`config.mk`:
```
export PLATFORM = sky130hd
export DESIGN_NAME = rob_top
export DESIGN_NICKNAME = d
export VERILOG_FILES = /design/src/hdl/rob_pkg.sv /design/src/hdl/rob_commit.sv /design/src/hdl/rob_dispatch.sv /design/src/hdl/rob_entry_array.sv /design/src/hdl/rob_top.sv
export SDC_FILE = /design/constraint.sdc
export NUM_CORES = 1
export LEC_CHECK = 0
export BUFFER_PORTS_ARGS = -buffer_cell sky130_fd_sc_hd__buf_2
export CAP_MARGIN = 20
export CORE_ASPECT_RATIO = 1.5
export CORE_UTILIZATION = 57
export CTS_BUF_LIST = sky130_fd_sc_hd__clkbuf_8
export DETAILED_ROUTE_END_ITERATION = 7
export MAX_ROUTING_LAYER = met4
export PLACE_DENSITY_LB_ADDON = 0.12
export SYNTH_ARGS = -nofsm -noshare
export SYNTH_HDL_FRONTEND = slang
export SYNTH_HIERARCHICAL = 1
export SYNTH_SLANG_ARGS = --single-unit
```
`constraint.sdc`:
```
create_clock -name i_clk -period 6.25 [get_ports i_clk]
set_clock_uncertainty 0.15 [all_clocks]
set_input_delay 1.25 -clock i_clk [delete_from_list [all_inputs] [get_ports i_clk]]
set_output_delay 1.25 -clock i_clk [all_outputs]
set_load 0.1 [all_outputs]
```
`src/hdl/rob_pkg.sv`:
```
/*
  Sizes, exception codes and bus structs shared by the retirement buffer.
  Modules pull these in with a wildcard import in their header.
*/
package rob_pkg;

  localparam int DISP_SIZE      = 2;   // Instructions per dispatch group
  localparam int CMT_ENTRY_SIZE = 8;
  localparam int CMT_ENTRY_W    = 3;
  localparam int CMT_ID_W       = 4;   // Index plus wrap bit
  localparam int DONE_PORTS     = 2;
  localparam int EXC_SRCS       = DONE_PORTS + 1;  // Done ports plus front end
  localparam int PC_W           = 32;
  localparam int REGIDX_W       = 5;
  localparam int RNID_W         = 6;

  typedef logic [CMT_ID_W-1:0]  cmt_id_t;
  typedef logic [DISP_SIZE-1:0] grp_id_t;

  typedef enum logic [3:0] {
    EXC_NONE        = 4'd0,
    INST_ACC_FAULT  = 4'd1,
    ILLEGAL_INST    = 4'd2,
    LOAD_ACC_FAULT  = 4'd5,
    STORE_ACC_FAULT = 4'd7,
    ECALL_M         = 4'd11
  } except_t;

  typedef struct packed {
    logic                valid;
    logic                illegal;
    logic [PC_W-1:0]     pc;
    logic                wr_valid;
    logic [REGIDX_W-1:0] regidx;
    logic [RNID_W-1:0]   rnid;
    logic [RNID_W-1:0]   old_rnid;
  } disp_inst_t;

  typedef disp_inst_t [DISP_SIZE-1:0] disp_grp_t;

  typedef struct packed {
    logic    valid;
    cmt_id_t cmt_id;
    grp_id_t grp_id;        // One-hot slot
    logic    except_valid;
    except_t except_type;
  } done_rpt_t;

  typedef struct packed {
    logic    valid;
    cmt_id_t cmt_id;
    grp_id_t grp_id;
    except_t typ;
  } except_rec_t;

  // Per-slot payload kept until commit
  typedef struct packed {
    logic [PC_W-1:0]     pc;
    logic                wr_valid;
    logic [REGIDX_W-1:0] regidx;
    logic [RNID_W-1:0]   rnid;
    logic [RNID_W-1:0]   old_rnid;
  } rob_slot_t;

  typedef rob_slot_t [DISP_SIZE-1:0] rob_payload_t;

  typedef struct packed {
    logic         valid;
    cmt_id_t      cmt_id;
    grp_id_t      grp_id;
    grp_id_t      done_grp_id;  // Slots done at allocation
    grp_id_t      dead;
    rob_payload_t payload;
  } rob_alloc_t;

  typedef struct packed {
    logic         valid;        // Head entry present and fully done
    cmt_id_t      cmt_id;
    grp_id_t      grp_id;
    grp_id_t      dead;
    rob_payload_t payload;
  } rob_head_t;

  typedef struct packed {
    logic            valid;
    cmt_id_t         cmt_id;
    grp_id_t         grp_id;
    grp_id_t         dead_id;
    grp_id_t         except_valid;
    except_t         except_type;
    logic [PC_W-1:0] epc;
  } commit_t;

  typedef struct packed {
    logic                               commit;
    grp_id_t                            rnid_valid;
    logic [DISP_SIZE-1:0][REGIDX_W-1:0] regidx;
    logic [DISP_SIZE-1:0][RNID_W-1:0]   rnid;
    logic [DISP_SIZE-1:0][RNID_W-1:0]   old_rnid;
    grp_id_t                            dead_id;
  } rnid_upd_t;

  // Age compare of two (cmt_id, slot) pairs, true when A is older
  function automatic logic id_is_older(cmt_id_t a_id, grp_id_t a_grp,
                                       cmt_id_t b_id, grp_id_t b_grp);
    logic    same_wrap;
    logic    idx_lt;
    logic    idx_gt;
    grp_id_t a_low;
    grp_id_t b_low;
    same_wrap = (a_id[CMT_ID_W-1] == b_id[CMT_ID_W-1]);
    idx_lt    = (a_id[CMT_ENTRY_W-1:0] < b_id[CMT_ENTRY_W-1:0]);
    idx_gt    = (a_id[CMT_ENTRY_W-1:0] > b_id[CMT_ENTRY_W-1:0]);
    a_low     = a_grp & (~a_grp + 1'b1);  // Lowest set slot, one-hot
    b_low     = b_grp & (~b_grp + 1'b1);
    return (idx_lt & same_wrap) | (idx_gt & ~same_wrap) |
           ((a_id == b_id) & (a_low < b_low));
  endfunction

endpackage

```
`src/hdl/rob_commit.sv`:
```
/*
  Commit stage of the retirement buffer. Holds the oldest pending exception,
  retires the head group, releases its rename ids and drives the flush.
*/
`timescale 1ns/1ns

module rob_commit
  import rob_pkg::*;
(
  input  logic      i_clk,
  input  logic      i_reset_n,
  input  rob_head_t i_head,
  input  done_rpt_t i_done [DONE_PORTS],
  input  done_rpt_t i_fe_exc,
  output logic      o_head_pop,
  output logic      o_kill,
  output commit_t   o_commit,
  output rnid_upd_t o_rnid_upd,
  output logic      o_cre_ret
);

  except_rec_t     r_exc;
  except_rec_t     w_exc_next;
  except_rec_t     w_cand [EXC_SRCS];
  logic            w_exc_hit;         // Held exception belongs to head group
  logic            w_exc_live;
  logic            r_kill_d1;
  grp_id_t         w_exc_tree;
  grp_id_t         w_later;
  logic [PC_W-1:0] w_epc;
  commit_t         w_commit;
  rnid_upd_t       w_rnid_upd;

  assign o_head_pop = i_head.valid;

  // ------------------------------------------------------------------
  // Oldest exception
  // ------------------------------------------------------------------
  always_comb begin
    for (int p = 0; p < DONE_PORTS; p++) begin
      w_cand[p].valid  = i_done[p].valid & i_done[p].except_valid;
      w_cand[p].cmt_id = i_done[p].cmt_id;
      w_cand[p].grp_id = i_done[p].grp_id;
      w_cand[p].typ    = i_done[p].except_type;
    end
    w_cand[DONE_PORTS].valid  = i_fe_exc.valid & i_fe_exc.except_valid;
    w_cand[DONE_PORTS].cmt_id = i_fe_exc.cmt_id;
    w_cand[DONE_PORTS].grp_id = i_fe_exc.grp_id;
    w_cand[DONE_PORTS].typ    = i_fe_exc.except_type;
  end

  assign w_exc_hit  = r_exc.valid & (r_exc.cmt_id == i_head.cmt_id);
  assign w_exc_live = i_head.valid & w_exc_hit &
                      (|(r_exc.grp_id & i_head.grp_id & ~i_head.dead));

  always_comb begin
    w_exc_next = r_exc;
    if (i_head.valid && w_exc_hit) begin
      w_exc_next.valid = 1'b0;  // Retired with its group
    end
    if (!o_kill) begin
      for (int s = 0; s < EXC_SRCS; s++) begin
        if (w_cand[s].valid &&
            (!w_exc_next.valid ||
             id_is_older(w_cand[s].cmt_id, w_cand[s].grp_id,
                         w_exc_next.cmt_id, w_exc_next.grp_id))) begin
          w_exc_next = w_cand[s];
        end
      end
    end
  end

  // ------------------------------------------------------------------
  // Commit record
  // ------------------------------------------------------------------
  always_comb begin
    w_exc_tree[0] = r_exc.grp_id[0];
    for (int d = 1; d < DISP_SIZE; d++) begin
      w_exc_tree[d] = w_exc_tree[d-1] | r_exc.grp_id[d];
    end
    w_epc = '0;
    for (int d = DISP_SIZE - 1; d >= 0; d--) begin
      if (r_exc.grp_id[d]) begin
        w_epc = i_head.payload[d].pc;  // Lowest excepting slot wins
      end
    end
  end

  assign w_later = {w_exc_tree[DISP_SIZE-2:0], 1'b0};  // Slots after the fault

  always_comb begin
    w_commit.valid        = i_head.valid;
    w_commit.cmt_id       = i_head.cmt_id;
    w_commit.grp_id       = i_head.grp_id;
    w_commit.dead_id      = (i_head.dead | (w_exc_live ? w_later : '0)) & i_head.grp_id;
    w_commit.except_valid = w_exc_live ? (r_exc.grp_id & i_head.grp_id) : '0;
    w_commit.except_type  = w_exc_live ? r_exc.typ : EXC_NONE;
    w_commit.epc          = w_exc_live ? w_epc : '0;

    w_rnid_upd.commit  = i_head.valid;
    w_rnid_upd.dead_id = w_commit.dead_id;
    for (int d = 0; d < DISP_SIZE; d++) begin
      w_rnid_upd.rnid_valid[d] = i_head.payload[d].wr_valid & i_head.grp_id[d];
      w_rnid_upd.regidx[d]     = i_head.payload[d].regidx;
      w_rnid_upd.rnid[d]       = i_head.payload[d].rnid;
      w_rnid_upd.old_rnid[d]   = i_head.payload[d].old_rnid;
    end
  end

  // Flush spans the commit cycle and the one after
  assign o_kill = w_exc_live | r_kill_d1;

  always_ff @(posedge i_clk or negedge i_reset_n) begin
    if (!i_reset_n) begin
      r_exc      <= '0;
      r_kill_d1  <= 1'b0;
      o_commit   <= '0;
      o_rnid_upd <= '0;
      o_cre_ret  <= 1'b0;
    end else begin
      r_exc      <= w_exc_next;
      r_kill_d1  <= w_exc_live;
      o_commit   <= w_commit;
      o_rnid_upd <= w_rnid_upd;
      o_cre_ret  <= i_head.valid;  // One credit per retired group
    end
  end

endmodule

```
`src/hdl/rob_dispatch.sv`:
```
/*
  Dispatch front of the retirement buffer. Owns the tail commit id, builds
  the entry written for each dispatched group and reports illegal slots.
*/
`timescale 1ns/1ns

module rob_dispatch
  import rob_pkg::*;
(
  input  logic       i_clk,
  input  logic       i_reset_n,
  input  logic       i_disp_valid,
  input  disp_grp_t  i_disp_grp,
  input  logic       i_kill,
  input  logic       i_head_pop,
  output rob_alloc_t o_alloc,
  output done_rpt_t  o_fe_exc,
  output cmt_id_t    o_new_cmt_id
);

  cmt_id_t              r_tail_id;
  logic [CMT_ENTRY_W:0] r_inflight;   // Groups held, 0 to CMT_ENTRY_SIZE
  logic                 w_full;
  logic                 w_accept;
  logic                 w_fe_valid;
  grp_id_t              w_grp_id;
  grp_id_t              w_illegal;
  grp_id_t              w_ill_tree;   // Set from the first illegal slot upward
  grp_id_t              w_ill_first;

  assign w_full   = (r_inflight == (CMT_ENTRY_W + 1)'(CMT_ENTRY_SIZE));
  assign w_accept = i_disp_valid & ~w_full;  // A full buffer never gets overwritten

  always_comb begin
    for (int d = 0; d < DISP_SIZE; d++) begin
      w_grp_id[d]  = i_disp_grp[d].valid;
      w_illegal[d] = i_disp_grp[d].valid & i_disp_grp[d].illegal;
    end
    w_ill_tree[0] = w_illegal[0];
    for (int d = 1; d < DISP_SIZE; d++) begin
      w_ill_tree[d] = w_ill_tree[d-1] | w_illegal[d];
    end
  end

  assign w_ill_first = w_illegal & ~{w_ill_tree[DISP_SIZE-2:0], 1'b0};

  // ------------------------------------------------------------------
  // New entry
  // ------------------------------------------------------------------
  always_comb begin
    o_alloc.valid       = w_accept;
    o_alloc.cmt_id      = r_tail_id;
    o_alloc.grp_id      = w_grp_id;
    o_alloc.done_grp_id = i_kill ? w_grp_id : (w_grp_id & w_ill_tree);
    o_alloc.dead        = {DISP_SIZE{i_kill}} & w_grp_id;  // Flush in progress
    for (int d = 0; d < DISP_SIZE; d++) begin
      o_alloc.payload[d].pc       = i_disp_grp[d].pc;
      o_alloc.payload[d].wr_valid = i_disp_grp[d].wr_valid;
      o_alloc.payload[d].regidx   = i_disp_grp[d].regidx;
      o_alloc.payload[d].rnid     = i_disp_grp[d].rnid;
      o_alloc.payload[d].old_rnid = i_disp_grp[d].old_rnid;
    end
  end

  // Illegal instruction report, dropped for groups written dead
  assign w_fe_valid = w_accept & ~i_kill & (|w_ill_first);

  assign o_fe_exc.valid        = w_fe_valid;
  assign o_fe_exc.cmt_id       = r_tail_id;
  assign o_fe_exc.grp_id       = w_ill_first;
  assign o_fe_exc.except_valid = w_fe_valid;
  assign o_fe_exc.except_type  = ILLEGAL_INST;

  always_ff @(posedge i_clk or negedge i_reset_n) begin
    if (!i_reset_n) begin
      r_tail_id  <= '0;
      r_inflight <= '0;
    end else begin
      if (w_accept) begin
        r_tail_id <= r_tail_id + 1'b1;
      end
      case ({w_accept, i_head_pop})
        2'b10:   r_inflight <= r_inflight + 1'b1;
        2'b01:   r_inflight <= r_inflight - 1'b1;
        default: r_inflight <= r_inflight;
      endcase
    end
  end

  assign o_new_cmt_id = r_tail_id;

endmodule

```
`src/hdl/rob_entry_array.sv`:
```
/*
  Entry store of the retirement buffer. Keeps per-entry status and payload,
  merges done reports and presents the head group once it is fully done.
*/
`timescale 1ns/1ns

module rob_entry_array
  import rob_pkg::*;
(
  input  logic       i_clk,
  input  logic       i_reset_n,
  input  rob_alloc_t i_alloc,
  input  done_rpt_t  i_done [DONE_PORTS],
  input  logic       i_kill,
  input  logic       i_head_pop,
  output rob_head_t  o_head
);

  logic [CMT_ENTRY_SIZE-1:0] r_valid;
  grp_id_t                   r_grp_id  [CMT_ENTRY_SIZE];
  grp_id_t                   r_done    [CMT_ENTRY_SIZE];
  grp_id_t                   r_dead    [CMT_ENTRY_SIZE];
  rob_payload_t              r_payload [CMT_ENTRY_SIZE];

  cmt_id_t                   r_head_id;
  logic [CMT_ENTRY_W-1:0]    w_head_idx;
  logic [CMT_ENTRY_W-1:0]    w_alloc_idx;
  grp_id_t                   w_done_set [CMT_ENTRY_SIZE];
  logic                      w_head_all_done;

  assign w_head_idx  = r_head_id[CMT_ENTRY_W-1:0];
  assign w_alloc_idx = i_alloc.cmt_id[CMT_ENTRY_W-1:0];

  // ------------------------------------------------------------------
  // Done report decode
  // ------------------------------------------------------------------
  always_comb begin
    for (int e = 0; e < CMT_ENTRY_SIZE; e++) begin
      w_done_set[e] = '0;
      for (int p = 0; p < DONE_PORTS; p++) begin
        if (i_done[p].valid &&
            (i_done[p].cmt_id[CMT_ENTRY_W-1:0] == CMT_ENTRY_W'(e))) begin
          w_done_set[e] = w_done_set[e] | i_done[p].grp_id;
        end
      end
    end
  end

  // ------------------------------------------------------------------
  // Entry status
  // ------------------------------------------------------------------
  always_ff @(posedge i_clk or negedge i_reset_n) begin
    if (!i_reset_n) begin
      r_valid <= '0;
      for (int e = 0; e < CMT_ENTRY_SIZE; e++) begin
        r_grp_id[e] <= '0;
        r_done[e]   <= '0;
        r_dead[e]   <= '0;
      end
    end else begin
      for (int e = 0; e < CMT_ENTRY_SIZE; e++) begin
        if (i_alloc.valid && (w_alloc_idx == CMT_ENTRY_W'(e))) begin
          r_valid[e]  <= 1'b1;
          r_grp_id[e] <= i_alloc.grp_id;
          r_done[e]   <= i_alloc.done_grp_id;
          r_dead[e]   <= i_alloc.dead;
        end else if (i_head_pop && (w_head_idx == CMT_ENTRY_W'(e))) begin
          r_valid[e] <= 1'b0;          // Retired
          r_done[e]  <= '0;
          r_dead[e]  <= '0;
        end else if (r_valid[e]) begin
          if (i_kill) begin
            // Flush marks every slot dead and done
            r_done[e] <= r_grp_id[e];
            r_dead[e] <= r_dead[e] | r_grp_id[e];
          end else begin
            r_done[e] <= r_done[e] | (w_done_set[e] & r_grp_id[e]);
          end
        end
      end
    end
  end

  always_ff @(posedge i_clk) begin
    if (i_alloc.valid) begin
      r_payload[w_alloc_idx] <= i_alloc.payload;
    end
  end

  // Head pointer, one group per pop
  always_ff @(posedge i_clk or negedge i_reset_n) begin
    if (!i_reset_n) begin
      r_head_id <= '0;
    end else if (i_head_pop) begin
      r_head_id <= r_head_id + 1'b1;
    end
  end

  assign w_head_all_done = ((r_done[w_head_idx] & r_grp_id[w_head_idx]) ==
                            r_grp_id[w_head_idx]);

  assign o_head.valid   = r_valid[w_head_idx] & w_head_all_done;
  assign o_head.cmt_id  = r_head_id;
  assign o_head.grp_id  = r_grp_id[w_head_idx];
  assign o_head.dead    = r_dead[w_head_idx];
  assign o_head.payload = r_payload[w_head_idx];

endmodule

```
`src/hdl/rob_top.sv`:
```
/*
  Top of the in-order retirement buffer. Connects dispatch, entry store
  and commit stage.
*/
`timescale 1ns/1ns

module rob_top
  import rob_pkg::*;
(
  input  logic      i_clk,
  input  logic      i_reset_n,
  input  logic      i_disp_valid,
  input  disp_grp_t i_disp_grp,
  input  done_rpt_t i_done [DONE_PORTS],
  output cmt_id_t   o_new_cmt_id,
  output commit_t   o_commit,
  output rnid_upd_t o_rnid_upd,
  output logic      o_cre_ret
);

  rob_alloc_t alloc;
  done_rpt_t  fe_exc;
  rob_head_t  head;
  logic       kill;
  logic       head_pop;

  rob_dispatch rob_dispatch_i (
    .i_clk        (i_clk),
    .i_reset_n    (i_reset_n),
    .i_disp_valid (i_disp_valid),
    .i_disp_grp   (i_disp_grp),
    .i_kill       (kill),
    .i_head_pop   (head_pop),
    .o_alloc      (alloc),
    .o_fe_exc     (fe_exc),
    .o_new_cmt_id (o_new_cmt_id)
  );

  rob_entry_array rob_entry_array_i (
    .i_clk      (i_clk),
    .i_reset_n  (i_reset_n),
    .i_alloc    (alloc),
    .i_done     (i_done),
    .i_kill     (kill),
    .i_head_pop (head_pop),
    .o_head     (head)
  );

  rob_commit rob_commit_i (
    .i_clk      (i_clk),
    .i_reset_n  (i_reset_n),
    .i_head     (head),
    .i_done     (i_done),
    .i_fe_exc   (fe_exc),
    .o_head_pop (head_pop),
    .o_kill     (kill),
    .o_commit   (o_commit),
    .o_rnid_upd (o_rnid_upd),
    .o_cre_ret  (o_cre_ret)
  );

endmodule

```
==> reports/metrics.cfg <==
[outcome]
status=completed

[yosys]
ys_ff_latch=963
yosys_warnings=6
avgSynthCellArea_um2=17.2
synth_edf_count=800
synth-seq-area-share=0.718
syn_inst=2276
yosysUniqueCellTypes=90
syn_area_um2=39100
synth_async_sr_flop_share=0.169
ys.flop_type=edfxtp_1

[floorplanning]
core.rowCount=117
coreArea_um2=67900
die_area_um2=69800
ios=222
start_util=0.576
die_y_um=323
die-width_um=216

[finish]
fillers=4846
final_net_count=2656
fin_util=0.643
area_delta_synth_final_pct=11.5
finalInstanceArea_um2=43700
layout-drive-gt1-share=0.290
stdcell_count=3521

[power]
p_clk_frac=0.370
intPower_mw=9.87
seq_power_share=0.551
p_comb_frac=0.079
power.total_mw=12.8
ir_worst_vdd_mv=0.228
p_per_area_nw_per_um2=292
p_sw_mw=2.89
p_leak_nw=15.8
p_sw_frac=0.226

[routing]
routed_wl_um=88200
vias=20800
drcViolationCount=0
wire_per_inst_um=25.1
drt_iter0_drc=1617
viasPerCell=5.91
antenna_left=0
drt_first_pass_iters=5

[timing]
finalCriticalPeriod_ps=6110
tightest_slew_ps=1110
drv_slew=0
hold_viol=0
whs_ps=249
fmax_ghz=0.164
setup_viol=0
relSlewSlack=0.257
period_share=0.977
rsz0062_at_grt=true

[grt]
antenna_found_initial=17
grt_max_degree=148
grt-ovfl-total=0
grt_pass1_wl_um=133000
grt_use_total=0.268
grt_pass1_vias=22100

[clock_tree]
clk_path_buf_depth=3
cts_tree=yes
path_clk_slew_ps=70
cts-hold-fix-buffers=0
htree_levels=4
cts_buffers=141
clk_latency_ps=780
cts-root-buf=clkbuf_8
clock-sinks=963

[placed_design]
hpwlAfterDp_um=50300
dp.cells=3234
placed_cell_area_um2=40700
port_buffers=221
place_congestion=0.923

[setup_path]
critical_path.startpoint_type=flop
required_ps=6760
cp_max_fo=8
crit_buf_inv=3
path_class=reg -> reg
slowest_stage=dfrtp_4
slowest_delay_ps=510
endpoint_kind=flop
arrival_ps=6610
critPathTopFamily=compound AO/OA/AOI/OAI gates

[hold_path]
hp-class=in -> async

[job]
drv_cap=0

[cells in the final DEF, fill, tap and decap left out, drive strengths merged, types with 16 or more instances in the layout]
cell type	synthesis	routed
clkbuf	49	161
edfxtp	800	800
o21ai	40	40
mux4	208	208
a21oi	27	27
and2	16	16
nand2	419	419
dfrtp	163	163
a22o	34	34
clkinv	1	33
ha	24	24
nor2	35	35
a31oi	17	17
nor2b	17	17
buf	177	303
inv	34	96
[cells by family after synthesis]
group	after synthesis	share of synthesized area
buffers and inverters	261	0.0406
multiplexers	230	0.126
flip-flops	963	0.718
XOR/XNOR	18	0.00403
AO/OA/AOI/OAI	209	0.0402
AND/OR/NAND/NOR	569	0.0639
other	2	0.000192
adder cells (fa/ha/maj)	24	0.00767
[final timing paths]
| check | from | slack (ps) | cells after the start | to |
|---|---|---|---|---|
| worst max-delay path | rob_entry_array_i/r_head_id[2] | 140 | 31 | rob_commit_i/r_exc[5] |
| worst min-delay path | i_reset_n | 250 | 1 | rob_commit_i/o_commit[31] |
| worst max register to register | rob_entry_array_i/r_head_id[2] | 140 | 31 | rob_commit_i/r_exc[5] |
| worst min register to register | rob_entry_array_i/r_done[1] | 330 | 1 | rob_entry_array_i/r_done[1] |
| max in group asynchronous | i_reset_n | 4520 | 2 | rob_entry_array_i/r_head_id[2] |
| min in group i_clk | rob_entry_array_i/r_done[1] | 330 | 1 | rob_entry_array_i/r_done[1] |
[what timing repair did]
| item | in CTS | in global routing |
|---|---|---|
| setup buffers | 0 | 15 |
| endpoints found under the setup margin | 0 | 10 |
| resized for setup | 0 | 23 |
[final cells by class]
type	count	area, µm²	share of cell area
sequential	963	28100	0.644
multi-input combinational	1054	9660	0.221
clock buffer	158	2170	0.0498
timing repair buffer	306	1920	0.0441
tap	892	1120	0.0256
clock inverter	99	487	0.0111
inverter	35	146	0.00335
antenna	14	35.0	0.000803
[registers in the layout (all words and copies together) (netlist names)]
signal                       count
rob_entry_array_i/r_payload    800
rob_commit_i/o_commit           44
rob_commit_i/o_rnid_upd         38
rob_entry_array_i/r_dead        16
rob_entry_array_i/r_done        16
rob_entry_array_i/r_grp_id      16
rob_commit_i/r_exc              11
rob_entry_array_i/r_valid        8
rob_dispatch_i/o_new_cmt_id      4
rob_dispatch_i/r_inflight        4
rob_entry_array_i/r_head_id      4
rob_commit_i/o_cre_ret           1
rob_commit_i/r_kill_d1           1
[synth_stat cells (all sizes together) (7+ instances only)]
cell type  count  area, µm²
edfxtp       800      24000
nand2        419       1570
mux4         208       4680
buf          177       1260
dfrtp        163       4080
clkbuf        49        194
o21ai         40        204
nor2          35        134
a22o          34        299
inv           34        128
a21oi         27        143
ha            24        300
a31oi         17        106
nor2b         17        106
and2          16        101
mux2i         14        140
nand3         13       65.1
nand2b        12       75.1
a22oi         10       75.1
nor3          10       60.1
xnor2         10       87.6
and3           9       57.6
mux2           8       93.8
xor2           8       70.1
a21o           7       55.1
a221oi         7       67.6
[power groups by stage]
stage	Combinational (mW)	Sequential [mW]	Clock, mW
2_1_floorplan	0.610	7.15	0
3_3_place_gp	0.923	7.16	0
3_5_place_dp	0.948	7.16	0
4_1_cts	0.954	7.03	4.85
5_1_grt	1.09	7.02	5.12
6_report	1.00	7.03	4.72
[routing by layer]
metal | global-route usage | share of wire | wire (µm)
met1 | 0.320 | 0.39 | 34300
met2 | 0.451 | 0.52 | 46000
met3 | 0.0591 | 0.061 | 5400
met4 | 0.0995 | 0.029 | 2560
met5 | - | 0 | 0
[worst register-to-register path: cells and delay by family (launching register included)]
kind	cells	cell delay, ps
AOI/OAI and AO/OA	13	2480
adders and majority gates	2	560
buffers and inverters	3	580
DFF	1	510
muxes	2	490
and+or+nand+nor	11	1230
[stage by stage]
step	TNS (ps)	worst slack [ps]
finish	0	145
global route	-1030	-131
CTS	0	51.5
detailed placement	-2200	-324
global placement	-1250	-156
floorplan	-139	-40.4
Note: power is estimated with default switching activity, not from simulation.
